### config.mk
export PLATFORM = sky130hd
export DESIGN_NAME = board_ctrl_top
export DESIGN_NICKNAME = d
export VERILOG_FILES = /design/src/board_cfg_pkg.sv /design/src/board_types_pkg.sv /design/src/board_ctrl_top.sv /design/src/button_debounce.sv /design/src/led_status.sv /design/src/reset_pulse_gen.sv
export SDC_FILE = /design/constraint.sdc
export NUM_CORES = 1
export LEC_CHECK = 0
export BUFFER_PORTS_ARGS = -buffer_cell sky130_fd_sc_hd__buf_2
export CAP_MARGIN = 5
export CORE_UTILIZATION = 56
export CTS_CLUSTER_DIAMETER = 200
export DETAILED_ROUTE_END_ITERATION = 16
export HOLD_SLACK_MARGIN = 0.08
export PLACE_DENSITY_LB_ADDON = 0.12
export SYNTH_ARGS = -nofsm -noshare
export SYNTH_HDL_FRONTEND = slang
export SYNTH_HIERARCHICAL = 1
export SYNTH_SLANG_ARGS = --single-unit
### constraint.sdc
create_clock -name coreclk_fanout_clk -period 1.9 [get_ports coreclk_fanout_clk]
set_input_delay 0.19 -clock coreclk_fanout_clk [delete_from_list [all_inputs] [get_ports coreclk_fanout_clk]]
set_output_delay 0.19 -clock coreclk_fanout_clk [all_outputs]
set_load 0.02 [all_outputs]
### src/board_cfg_pkg.sv
package board_cfg_pkg;

  // board control defaults, top level overrides these per instance

  // push buttons on the board, all active low at the pins
  localparam int num_buttons = 4;

  // timer driven leds, taken from the top timer bits
  localparam int led_width = 4;

  // ltssm state from the pcie hard ip
  localparam int ltssm_width = 5;

  // low nibble of ltssm when the link sits in L0
  localparam logic [3:0] ltssm_l0 = 4'hf;

  // free-running timer width
  // 40 bits at 100 MHz gives a slow visible walk on the top bits
  localparam int default_timer_width = 40;

  // debounce hold time in clocks
  localparam int default_debounce_cycles = 100000;  // 1 ms at 100 MHz

  // reset request pulse lengths, in clocks
  localparam int default_cold_pulse = 6;
  localparam int default_warm_pulse = 2;
  localparam int default_debug_pulse = 32;  // debug needs the longest pulse

endpackage

### src/board_types_pkg.sv
package board_types_pkg;

  // one bit per reset kind
  // used for the request levels in and the pulses out
  typedef struct packed {
    logic cold;   // cold reset
    logic warm;   // warm reset
    logic debug;  // debug reset
  } reset_req_t;

  // everything shown on the status leds
  typedef struct packed {
    logic [board_cfg_pkg::led_width-1:0] bank;  // top timer bits
    logic heartbeat;  // timer msb, one clock late
    logic link;       // 1 while link is not in L0
  } led_out_t;

endpackage

### src/board_ctrl_top.sv
`timescale 1ns/1ps

module board_ctrl_top #(
  parameter int TIMER_WIDTH     = board_cfg_pkg::default_timer_width,
  parameter int DEBOUNCE_CYCLES = board_cfg_pkg::default_debounce_cycles,
  parameter int COLD_PULSE      = board_cfg_pkg::default_cold_pulse,
  parameter int WARM_PULSE      = board_cfg_pkg::default_warm_pulse,
  parameter int DEBUG_PULSE     = board_cfg_pkg::default_debug_pulse
) (
  input  logic                                  coreclk_fanout_clk,
  input  logic                                  coreclk_fanout_reset_n,
  // buttons, raw in and debounced out
  input  logic [board_cfg_pkg::num_buttons-1:0] buttons_n,
  output logic [board_cfg_pkg::num_buttons-1:0] buttons,
  // reset requests, levels in and pulses out
  input  board_types_pkg::reset_req_t           reset_req,
  output board_types_pkg::reset_req_t           reset_pulse,
  // pcie link state for the link led
  input  logic [board_cfg_pkg::ltssm_width-1:0] ltssm_state,
  output board_types_pkg::led_out_t             leds
);

  // button input side
  button_debounce #(
    .WIDTH  (board_cfg_pkg::num_buttons),
    .CYCLES (DEBOUNCE_CYCLES)
  ) u_debounce (
    .coreclk_fanout_clk     (coreclk_fanout_clk),
    .coreclk_fanout_reset_n (coreclk_fanout_reset_n),
    .buttons_n              (buttons_n),
    .buttons                (buttons)
  );

  // one pulse generator per reset kind
  // same block, only the length differs
  reset_pulse_gen #(
    .PULSE_LEN (COLD_PULSE)
  ) u_cold (
    .coreclk_fanout_clk     (coreclk_fanout_clk),
    .coreclk_fanout_reset_n (coreclk_fanout_reset_n),
    .req                    (reset_req.cold),
    .pulse                  (reset_pulse.cold)
  );

  reset_pulse_gen #(
    .PULSE_LEN (WARM_PULSE)
  ) u_warm (
    .coreclk_fanout_clk     (coreclk_fanout_clk),
    .coreclk_fanout_reset_n (coreclk_fanout_reset_n),
    .req                    (reset_req.warm),
    .pulse                  (reset_pulse.warm)
  );

  reset_pulse_gen #(
    .PULSE_LEN (DEBUG_PULSE)  // longest of the three
  ) u_debug (
    .coreclk_fanout_clk     (coreclk_fanout_clk),
    .coreclk_fanout_reset_n (coreclk_fanout_reset_n),
    .req                    (reset_req.debug),
    .pulse                  (reset_pulse.debug)
  );

  // status leds, timer bank plus heartbeat and link
  led_status #(
    .TIMER_WIDTH (TIMER_WIDTH)
  ) u_leds (
    .coreclk_fanout_clk     (coreclk_fanout_clk),
    .coreclk_fanout_reset_n (coreclk_fanout_reset_n),
    .ltssm_state            (ltssm_state),
    .leds                   (leds)
  );

endmodule

### src/button_debounce.sv
`timescale 1ns/1ps

module button_debounce #(
  parameter int WIDTH  = board_cfg_pkg::num_buttons,
  parameter int CYCLES = board_cfg_pkg::default_debounce_cycles
) (
  input  logic             coreclk_fanout_clk,
  input  logic             coreclk_fanout_reset_n,
  input  logic [WIDTH-1:0] buttons_n,  // raw pins, active low
  output logic [WIDTH-1:0] buttons     // debounced, 1 = pressed
);

  // counter must hold CYCLES-1 at least
  localparam int CNT_W = $clog2(CYCLES + 1);
  localparam logic [CNT_W-1:0] CNT_LAST = CNT_W'(CYCLES - 1);

  logic [WIDTH-1:0] sync_q1;  // first sync stage, may go metastable
  logic [WIDTH-1:0] sync_q2;  // second stage, safe to use
  logic [WIDTH-1:0] pressed;  // synced level, active high
  logic [WIDTH-1:0] differs;  // synced level not yet on the output

  logic [WIDTH-1:0][CNT_W-1:0] cnt;  // one stability counter per button

  // two-flop synchronizer
  // resets to released so nothing looks pressed after reset
  always_ff @(posedge coreclk_fanout_clk or negedge coreclk_fanout_reset_n) begin
    if (!coreclk_fanout_reset_n) begin
      sync_q1 <= '1;
      sync_q2 <= '1;
    end else begin
      sync_q1 <= buttons_n;
      sync_q2 <= sync_q1;
    end
  end

  assign pressed = ~sync_q2;          // flip polarity once here
  assign differs = pressed ^ buttons; // per bit mismatch

  // stability counters and output state
  // a bit flips only after CYCLES mismatching clocks in a row,
  // any agreeing clock throws the count away
  always_ff @(posedge coreclk_fanout_clk or negedge coreclk_fanout_reset_n) begin
    if (!coreclk_fanout_reset_n) begin
      cnt     <= '0;
      buttons <= '0;  // not pressed
    end else begin
      for (int i = 0; i < WIDTH; i++) begin
        if (!differs[i]) begin
          cnt[i] <= '0;  // level agrees, nothing pending
        end else if (cnt[i] == CNT_LAST) begin
          buttons[i] <= pressed[i];  // held long enough, release it
          cnt[i]     <= '0;
        end else begin
          cnt[i] <= cnt[i] + 1'b1;
        end
      end
    end
  end

endmodule

### src/led_status.sv
`timescale 1ns/1ps

module led_status #(
  parameter int TIMER_WIDTH = board_cfg_pkg::default_timer_width
) (
  input  logic                                  coreclk_fanout_clk,
  input  logic                                  coreclk_fanout_reset_n,
  input  logic [board_cfg_pkg::ltssm_width-1:0] ltssm_state,
  output board_types_pkg::led_out_t             leds
);

  localparam int LED_W = board_cfg_pkg::led_width;

  logic [TIMER_WIDTH-1:0] timer;        // free running
  logic                   heartbeat_q;  // msb, one clock behind
  logic                   link_q;       // 1 = not in L0
  logic                   not_l0;

  // only the low nibble carries the L0 code
  assign not_l0 = (ltssm_state[3:0] != board_cfg_pkg::ltssm_l0);

  // timer runs every clock, wraps on its own
  always_ff @(posedge coreclk_fanout_clk or negedge coreclk_fanout_reset_n) begin
    if (!coreclk_fanout_reset_n) begin
      timer <= '0;
    end else begin
      timer <= timer + 1'b1;
    end
  end

  // heartbeat and link flops
  always_ff @(posedge coreclk_fanout_clk or negedge coreclk_fanout_reset_n) begin
    if (!coreclk_fanout_reset_n) begin
      heartbeat_q <= 1'b0;
      link_q      <= 1'b0;
    end else begin
      heartbeat_q <= timer[TIMER_WIDTH-1];
      link_q      <= not_l0;
    end
  end

  // bank straight off the timer, no extra flop
  always_comb begin
    leds.bank      = timer[TIMER_WIDTH-1 -: LED_W];
    leds.heartbeat = heartbeat_q;
    leds.link      = link_q;
  end

endmodule

### src/reset_pulse_gen.sv
`timescale 1ns/1ps

module reset_pulse_gen #(
  parameter int PULSE_LEN = board_cfg_pkg::default_cold_pulse
) (
  input  logic coreclk_fanout_clk,
  input  logic coreclk_fanout_reset_n,
  input  logic req,    // request level
  output logic pulse   // active high, PULSE_LEN clocks
);

  // wide enough for PULSE_LEN-1, and never zero bits
  localparam int CNT_W = $clog2(PULSE_LEN + 1);
  localparam logic [CNT_W-1:0] CNT_LOAD = CNT_W'(PULSE_LEN - 1);

  logic             req_q;  // request one clock ago
  logic             rise;   // rising edge seen this clock
  logic [CNT_W-1:0] cnt;    // clocks left after the current one

  // edge against the registered copy
  assign rise = req & ~req_q;

  always_ff @(posedge coreclk_fanout_clk or negedge coreclk_fanout_reset_n) begin
    if (!coreclk_fanout_reset_n) begin
      req_q <= 1'b0;
    end else begin
      req_q <= req;
    end
  end

  // down-counter holds the pulse
  // edges while pulse is high are dropped, not queued
  always_ff @(posedge coreclk_fanout_clk or negedge coreclk_fanout_reset_n) begin
    if (!coreclk_fanout_reset_n) begin
      pulse <= 1'b0;
      cnt   <= '0;
    end else if (pulse) begin
      if (cnt == '0) begin
        pulse <= 1'b0;  // last clock of the pulse done
      end else begin
        cnt <= cnt - 1'b1;
      end
    end else if (rise) begin
      pulse <= 1'b1;
      cnt   <= CNT_LOAD;  // first clock counts as one
    end
  end

endmodule

======== Yosys cells after proc, flatten, opt, wreduce, memory -nomap -nowiden ========
Cells that the tools add are included.
operators by class
  bitwise logic cells ..................... 8
  equality and inequality tests ........... 8
  muxes and demuxes ....................... 26
  add/subtract/negate cells ............... 8
  reduce and logical (&&, ||, !) cells .... 13
operator list
  cell                     count
  $mux W17                 8
  $add A17 B1 Y17 const B  4
  $eq A17 B17 Y1 const B   4
  $add A40 B1 Y40 const B  1
  $mux W6                  3
  $reduce_and A2 Y1        7
  $mux W1                  9
  $mux W3                  3
  $logic_not A6 Y1         1
  $mux W2                  3
  $ne A2 B2 Y1 const B     3
  $reduce_bool A2 Y1       3
  $sub A6 B1 Y6 const B    1
  $ne A4 B4 Y1 const B     1
  $not A4 Y4               1
  $xor A4 B4 Y4            1
  $and A1 B1 Y1            3
  $logic_not A3 Y1         1
  $not A1 Y1               3
  $sub A3 B1 Y3 const B    1
  $logic_not A2 Y1         1
  $sub A2 B1 Y2 const B    1
storage, ports and cells
  output and inout bits ................... 13
  bits in registers ....................... 139
  logic and storage cells ................. 85

======== Logic depth before layout (Yosys ltp) ========
Gate-level depths: netlist (run 1).
  word-level depth ........................ 4
  gate-level depth with buffers ........... 7
  mapped depth without buffers ............ 6

======== Hierarchy ========
The synthesis (run 1) kept the hierarchy.
modules (own cells, without submodules)
  module                      cells each  area an instance (um2)  seq. area each (um2)  instances
  button_debounce             364         3734.8                  2011.9                1
  led_status                  167         1913.1                  1051.0                1
  reset_pulse_gen at u_debug  45          454.2                   200.2                 1
  reset_pulse_gen at u_cold   22          254.0                   125.1                 1
  reset_pulse_gen at u_warm   16          187.7                   100.1                 1

======== Worst setup path after synthesis (run 1) ========
OpenSTA, ideal clock, no wires.
  path kind ............................... reg-to-reg
  start point ............................. register u_debounce/cnt[13] (netlist name)
  end point ............................... register u_debounce/cnt[11] (netlist name)
  library setup time ...................... 0.119 ns
  slack ................................... 0.057 ns
  cell stages (with the launch flop) ...... 7
  arrival time ............................ 1.724 ns
  required time ........................... 1.781 ns
  period minus slack after synthesis ...... 1.843 ns
  cells stage by stage .................... dfrtp_1 -> or4b_1 -> or4_4 -> nand2b_2 -> buf_6 -> buf_12 -> nor2_1
between the ends
  cells in the longest elaborated chain, start to end .. 3
ends and longest elaborated chain
  what                              RTL line               text
  start: declaration                button_debounce.sv:22  logic [WIDTH-1:0][CNT_W-1:0] cnt;
  start signal: indexed assignment  button_debounce.sv:54  cnt[i] <= cnt[i] + 1'b1;
  $eq A17 B17 Y1                    button_debounce.sv:50  end else if (cnt[i] == CNT_LAST) begin
  $mux W17                          button_debounce.sv:50
  $mux W17                          button_debounce.sv:48  if (!differs[i]) begin
No other way between the ends.
A chain may end at the register's enable or synchronous reset.

======== Final worst setup path (run 1) ========
  start point ............................. register u_debounce/cnt[5] (netlist name)
  end point ............................... register u_debounce/cnt[14] (netlist name)
between the ends
  cells in the longest elaborated chain, start to end .. 3
  elaborated cells between the ends (all ways) .. 4
  classes of those cells .................. add/sub: 1; eq/ne: 1; mux: 2
ends and longest elaborated chain
  what                                               RTL line
  $add A17 B1 Y17 or $eq A17 B17 Y1 (tied branches)  button_debounce.sv:54, button_debounce.sv:50
  $mux W17 *                                         button_debounce.sv:50
  $mux W17 *                                         button_debounce.sv:48
Every way passes the cells marked *; elsewhere a longest branch is shown, timed or not.

==> results of run 1 <==
==> worst max-delay path, stage by stage, from the launching register on <==
cell       delay, ps
dfrtp_1          380
or4_1            510
or4_4            520
nand2b_4         120
clkbuf_16        150
nor2_1            40
==> area by class of cell <==
class                      instances  area [um^2]  share of cell area
timing repair buffer              62        501.7             0.06489
clock buffer                      22        484.2             0.06262
multi-input combinational        436         2867              0.3707
clock inverter                    10        115.1             0.01489
inverter                          26        97.59             0.01262
sequential                       139         3488              0.4511
tap                              143        178.9             0.02314
==> metrics by stage <==
step,instances,cell area (um^2),utilization,worst slack (ps)
floorplan,614,6544,-,57.04
global placement,789,6939,0.6077,51.01
detailed placement,789,6939,0.6077,5.975
CTS,831,7639,0.6690,0.8209
global route,838,7732,0.6772,-22.52
finish,838,7732,0.6772,69.65
==> cell usage after synthesis, drive strengths merged, types with 3 or more instances <==
cell type	n	area, um^2
xnor2	56	490.5
nor2	87	326.6
nand2	42	157.7
nand3	38	195.2
nor2b	4	25.02
nor3	22	146.4
ha	10	125.1
nand4	33	227.7
o21ai	4	20.02
buf	10	91.34
or3	4	25.02
nand2b	3	28.78
nor3b	4	35.03
a211o	3	28.78
clkbuf	3	11.26
a21oi	4	20.02
and3	9	60.06
nor4	27	183.9
inv	26	97.59
xor2	44	385.4
and4	7	62.56
mux2i	3	30.03
dfrtp	131	3278
or4	6	56.30
or4b	3	33.78
dfstp	8	210.2
==> what timing repair did <==
item,CTS,global route
hold buffers,10,0
hold endpoints to repair,139,0
resized for setup,0,2
setup endpoints to repair,0,32
setup buffers,0,6
==> sequential cells by signal, summed over array words and instances (netlist names), 2 cells and up <==
| signal | cells |
|---|---|
| u_cold/cnt | 3 |
| u_debounce/buttons | 4 |
| u_debounce/sync_q1 | 4 |
| u_leds/timer | 40 |
| u_debounce/cnt | 68 |
| u_debounce/sync_q2 | 4 |
| u_debug/cnt | 6 |
| u_warm/cnt | 2 |
==> final timing paths <==
| kind | from | endpoint | slack [ps] |
|---|---|---|---|
| max in group asynchronous | coreclk_fanout_reset_n | u_debounce/sync_q2[1] | 1040 |
| max reg2reg | u_debounce/cnt[5] | u_debounce/cnt[14] | 70 |
| min reg2reg | u_debounce/sync_q1[1] | u_debounce/sync_q2[1] | 360 |
| max | u_debounce/cnt[5] | u_debounce/cnt[14] | 70 |
| min | coreclk_fanout_reset_n | u_debounce/cnt[40] | 200 |
| min in group coreclk_fanout_clk | u_debounce/sync_q1[1] | u_debounce/sync_q2[1] | 360 |
==> logic make-up (layout without fill, tap and decap cells) <==
group | after synthesis | after routing | share of synthesized area
AND/OR/NAND/NOR | 296 | 296 | 0.2478
flip-flops | 139 | 139 | 0.5331
XOR/XNOR | 100 | 100 | 0.1338
buffers and inverters | 39 | 120 | 0.03059
AO/OA/AOI/OAI | 27 | 27 | 0.03098
adder cells (fa/ha/maj) | 10 | 10 | 0.01912
multiplexers | 3 | 3 | 0.004589
==> metal layers <==
| layer | track usage | vias to the layer above |
|---|---|---|
| met5 | 0 | - |
| met4 | 0.08271 | 0 |
| met3 | 0.06878 | 13 |
| met2 | 0.3429 | 70 |
| met1 | 0.2865 | 2291 |
| li1 | - | 2272 |
==> cell usage in the layout, fill, tap and decap left out, types with 3 or more instances in the layout <==
master / count
clkbuf_16: 18
o21ai_0: 4
dlygate4sd3_1: 10
or4_4: 3
ha_1: 10
a21oi_1: 4
clkinv_2: 3
or3_1: 4
and3_2: 3
nor3_1: 16
clkbuf_8: 4
buf_2: 24
or4_1: 3
nor3_2: 5
nand2_1: 42
and3_1: 6
clkinvlp_4: 3
nor3b_1: 3
nor2_1: 87
dfrtp_1: 131
nand4_1: 31
xor2_1: 44
inv_1: 26
and4_1: 6
nor2b_1: 4
dfstp_2: 8
nor4_1: 25
buf_4: 22
mux2i_1: 3
xnor2_1: 56
nand3_1: 37
buf_12: 4
==> report_power, final <==
group	total, uW	internal, uW	switching [uW]
sequential	3190	3080	109
clock	3280	2070	1210
combinational	546	264	283
total	7010	5410	1600
==> flow_metrics.tcl, run 1 <==
set metrics [dict create \
    tightestPinTransition_ps 495.2 \
    critPathMaxFanout 8 \
    status "finished clean" \
    synth_area_mm2 0.006544 \
    yosys_warnings 6 \
    ys_ff_latch 139 \
    ff2ff_path_depth 5 \
    grt_max_degree 47 \
    async_reset_ff_frac 1.000 \
    ctsRootBufferMaster "clkbuf_16" \
    top_layer "met4" \
    start_util 0.5731 \
    wl_met2_mm 5.863 \
    wire_per_inst_um 14.35 \
    cp_data_arrival_time_ps 2130 \
    clkTransAtPathRegs_ps 60 \
    hold_path.class "in2async" \
    io_pins 27 \
    post-dp-hpwl_mm 7.848 \
    drv_cap 0 \
    tns_ps 0 \
    p_leak_uw 0.003459 \
    cp-start-kind "flip-flop" \
    fin_crit_ps 1830 \
    final_nets 706 \
    tritoncts "yes" \
    netlist_instances 614 \
    rows 39 \
    synthFlopType "dfrtp_1" \
    crit_type "reg2reg" \
    drt-pass1-iter-count 4 \
    maxClockFrequency_mhz 546.3 \
    clock_skew_ps 15.63 \
    grt_pass1_vias 4496 \
    required_ps 2200 \
    synth_edf_count 0 \
    wl_met1_mm 5.708 \
    maxSlewHeadroom 0.6668 \
    ir_drop_v 0.001235 \
    hold_viol 0 \
    fp.dieW_um 110.1 \
    antenna_found_initial 0 \
    die_h_um 110.1 \
    area.growth.synth_to_final_pct 18.16 \
    drc 0 \
    core-area_mm2 0.01142 \
    die_area_mm2 0.01212 \
    grt_overflow 0 \
    fin_hold_ws_ps 202.1 \
    track_usage 0.2191 \
    routabilityCongestion 0.8007 \
    cts_buffers 17 \
    numPortBuffers 25 \
    insertion_delay_ps 420 \
    syn_nets 638 \
    dr_total_vias 4646 \
    period_share 0.9633 \
    endpoint_kind "flip-flop" \
    rsz0062_at_grt "yes" \
    ys_seq_area_frac 0.5331 \
    clockBufferDepth 2 \
    total_power_uw 7015 \
    antenna_cells 0 \
    slew_violations 0 \
    htree_levels 4 \
    syn_area_per_cell_um2 10.66 \
    setup_viol 0 \
    drt_iter0_drc 253 \
    p_per_area_mw_per_mm2 907.2 \
    clock-sinks 139 \
    grt_first_pass_wirelength_mm 20.17 \
    synth_cell_types 61 \
    vias_per_cell 5.544 \
    nFillCells 873 \
    antenna_left 0 \
    drive_above_1_share 0.1712 \
    drt-total-wl_mm 12.03 \
    wl_met3_um 331 \
]
Note: power is estimated with default switching activity, not from simulation.
==> run 2: changes to the inputs <==
Settings changed: PLACE_DENSITY set to 0.81, PLACE_DENSITY_LB_ADDON 0.12 to unset.
==> run 2 against run 1 <==
Compared with the run above: sequential share of layout area increased by 0.50 points; critical path depth is 1 lower; utilization is 0.71 points lower; via count down 0.93%; clock skew decreased by 10 ps; register-to-register slack barely moved; sequential power about the same; non-clock buffer count down 5; hold slack better by 96 ps; die area is the same; combinational power up 0.7%.
==> flow_metrics.tcl, run 2 (synthesis gave the netlist of run 1 again) <==
set metrics [dict create \
    status "finished clean" \
    core-area_mm2 0.01142 \
    hold_viol 0 \
    p_switching_uw 1696 \
    setup_viol 0 \
    grt_overflow 0 \
    path_delay_family "simple AND/OR/NAND/NOR gates" \
    slew_violations 0 \
    grt_first_pass_wirelength_mm 20.95 \
    routabilityCongestion 0.8315 \
    pwr-share-clk 0.467 \
    setup_ws_ps 76.43 \
    vias_per_cell 5.526 \
    track_usage 0.2233 \
    p_sw_frac 0.2414 \
    clkTransAtPathRegs_ps 60 \
    wire_per_inst_um 14.72 \
    grt_max_degree 58 \
    drive_above_1_share 0.1681 \
    antenna_cells 0 \
    cp_data_arrival_time_ps 2110 \
    maxSlewHeadroom 0.6556 \
    io_pins 27 \
    cts_buffers 17 \
    top_regs "u_debounce/cnt: 68 flops, u_leds/timer: 40 flops, u_debug/cnt: 6 flops" \
    area.growth.synth_to_final_pct 16.92 \
    fin_crit_ps 1824 \
    slowest_stage "or4b_1" \
    rows 39 \
    wl_met1_mm 5.515 \
    slowest_delay_ps 530 \
    hold_path.class "in2async" \
    dpl_worst_slack_ps -37.17 \
    critical_path.cell_chain "or4b_1 -> or4_4 -> nand2b_4 -> nor2_1" \
    tns_ps 0 \
    drv_cap 0 \
    antenna_left 0 \
    critPathMaxFanout 16 \
    layout_common_cells "dfrtp_1, nor2_1, xnor2_1" \
    top_layer "met4" \
    required_ps 2190 \
    endpoint_kind "flip-flop" \
    fp.dieW_um 110.1 \
    maxClockFrequency_mhz 548.4 \
    ir_drop_v 0.001169 \
    tritoncts "yes" \
    dr_total_vias 4603 \
    p_seq_frac 0.455 \
    rsz0062_at_grt "no" \
    drt_iter0_drc 258 \
    clock_skew_ps 5.216 \
    insertion_delay_ps 410 \
    design_area_mm2 0.007651 \
    largest_reg_flops 68 \
    drc 0 \
    p_int_uw 5329 \
    p_comb_frac 0.078 \
    die_h_um 110.1 \
    crit_buf_inv 0 \
    clock-sinks 139 \
    tightestPinTransition_ps 516.6 \
    wl_met3_um 368 \
    p_leak_uw 0.003410 \
    p_per_area_mw_per_mm2 918.1 \
    die_area_mm2 0.01212 \
    numPortBuffers 25 \
    htree_levels 4 \
    cp-start-kind "flip-flop" \
    grt_pass1_vias 4588 \
    place_area_mm2 0.006914 \
    final_nets 701 \
    clockBufferDepth 2 \
    post-dp-hpwl_mm 8.038 \
    final_common_cell "dfrtp_1" \
    crit_type "reg2reg" \
    period_share 0.9598 \
    antenna_found_initial 0 \
    wl_met2_mm 6.188 \
    drt-total-wl_mm 12.26 \
    largest_register "u_debounce/cnt" \
    drt-pass1-iter-count 4 \
    ctsRootBufferMaster "clkbuf_16" \
    start_util 0.5731 \
]
[run 2: changes by cell type in the layout (fill, tap and decap cells not counted)]
cell and delta:
inv_6 +5, buf_4 -2, clkbuf_8 -3, clkinv_2 -2, dfrtp_2 +1, buf_12 -2, clkbuf_16 -1, clkinv_4 +1
clkbuf_1 -1, dfrtp_1 -1
[run 2: power by group through the flow]
stage / logic (uW) / clock network [uW] / registers [uW]
after floorplan: 338 / 0 / 3250
after global placement: 491 / 0 / 3230
after detailed placement: 532 / 0 / 3240
after CTS: 560 / 3340 / 3190
after global routing: 626 / 3490 / 3210
final: 550 / 3280 / 3190
[run 2: what timing repair did]
action	CTS	global route
cloned	0	0
pin swaps	1	0
gates resized for setup	1	2
setup endpoints to repair	15	17
hold buffers	10	0
hold endpoints to repair	60	0
buffers inserted	2	0
[run 2: per-stage QoR]
stage / std cells / power [uW] / hold WS [ps] / util
5_1_grt: 833 / 7327 / 357.0 / 0.6701
3_3_place_gp: 789 / 3723 / 182.7 / 0.6055
6_report: 833 / 7025 / 298.3 / 0.6701
2_1_floorplan: 614 / 3584 / -105.6 / -
3_5_place_dp: 789 / 3776 / 184.0 / 0.6055
4_1_cts: 833 / 7092 / 316.3 / 0.6694
[run 2: layout make-up]
| cell class | count | area (um^2) |
|---|---|---|
| Clock inverter | 14 | 157.7 |
| Sequential cell | 139 | 3490 |
| Inverter | 26 | 97.59 |
| Tap cell | 143 | 178.9 |
| Fill cell | 851 | 3767 |
| Timing Repair Buffer | 57 | 421.7 |
| Multi-Input combinational cell | 436 | 2867 |
| Clock buffer | 18 | 439.2 |
[run 2: per-layer routing]
metal	vias to the layer above	global-route usage
met4	0	0.07895
met5	-	0
met2	63	0.3705
met3	15	0.05996
met1	2269	0.2825
li1	2256	-
[run 2: worst paths after layout]
path | from | to | slack (ps) | cells after the start
max reg2reg | u_debounce/cnt[13] | u_debounce/cnt[14] | 80 | 4
max | u_debounce/cnt[13] | u_debounce/cnt[14] | 80 | 4
min | coreclk_fanout_reset_n | u_debounce/buttons[1] | 300 | 2
min reg2reg | u_debounce/sync_q1[1] | u_debounce/sync_q2[1] | 360 | 0
max in group asynchronous | coreclk_fanout_reset_n | u_debounce/sync_q2[0] | 830 | 3
min in group coreclk_fanout_clk | u_debounce/sync_q1[1] | u_debounce/sync_q2[1] | 360 | 0
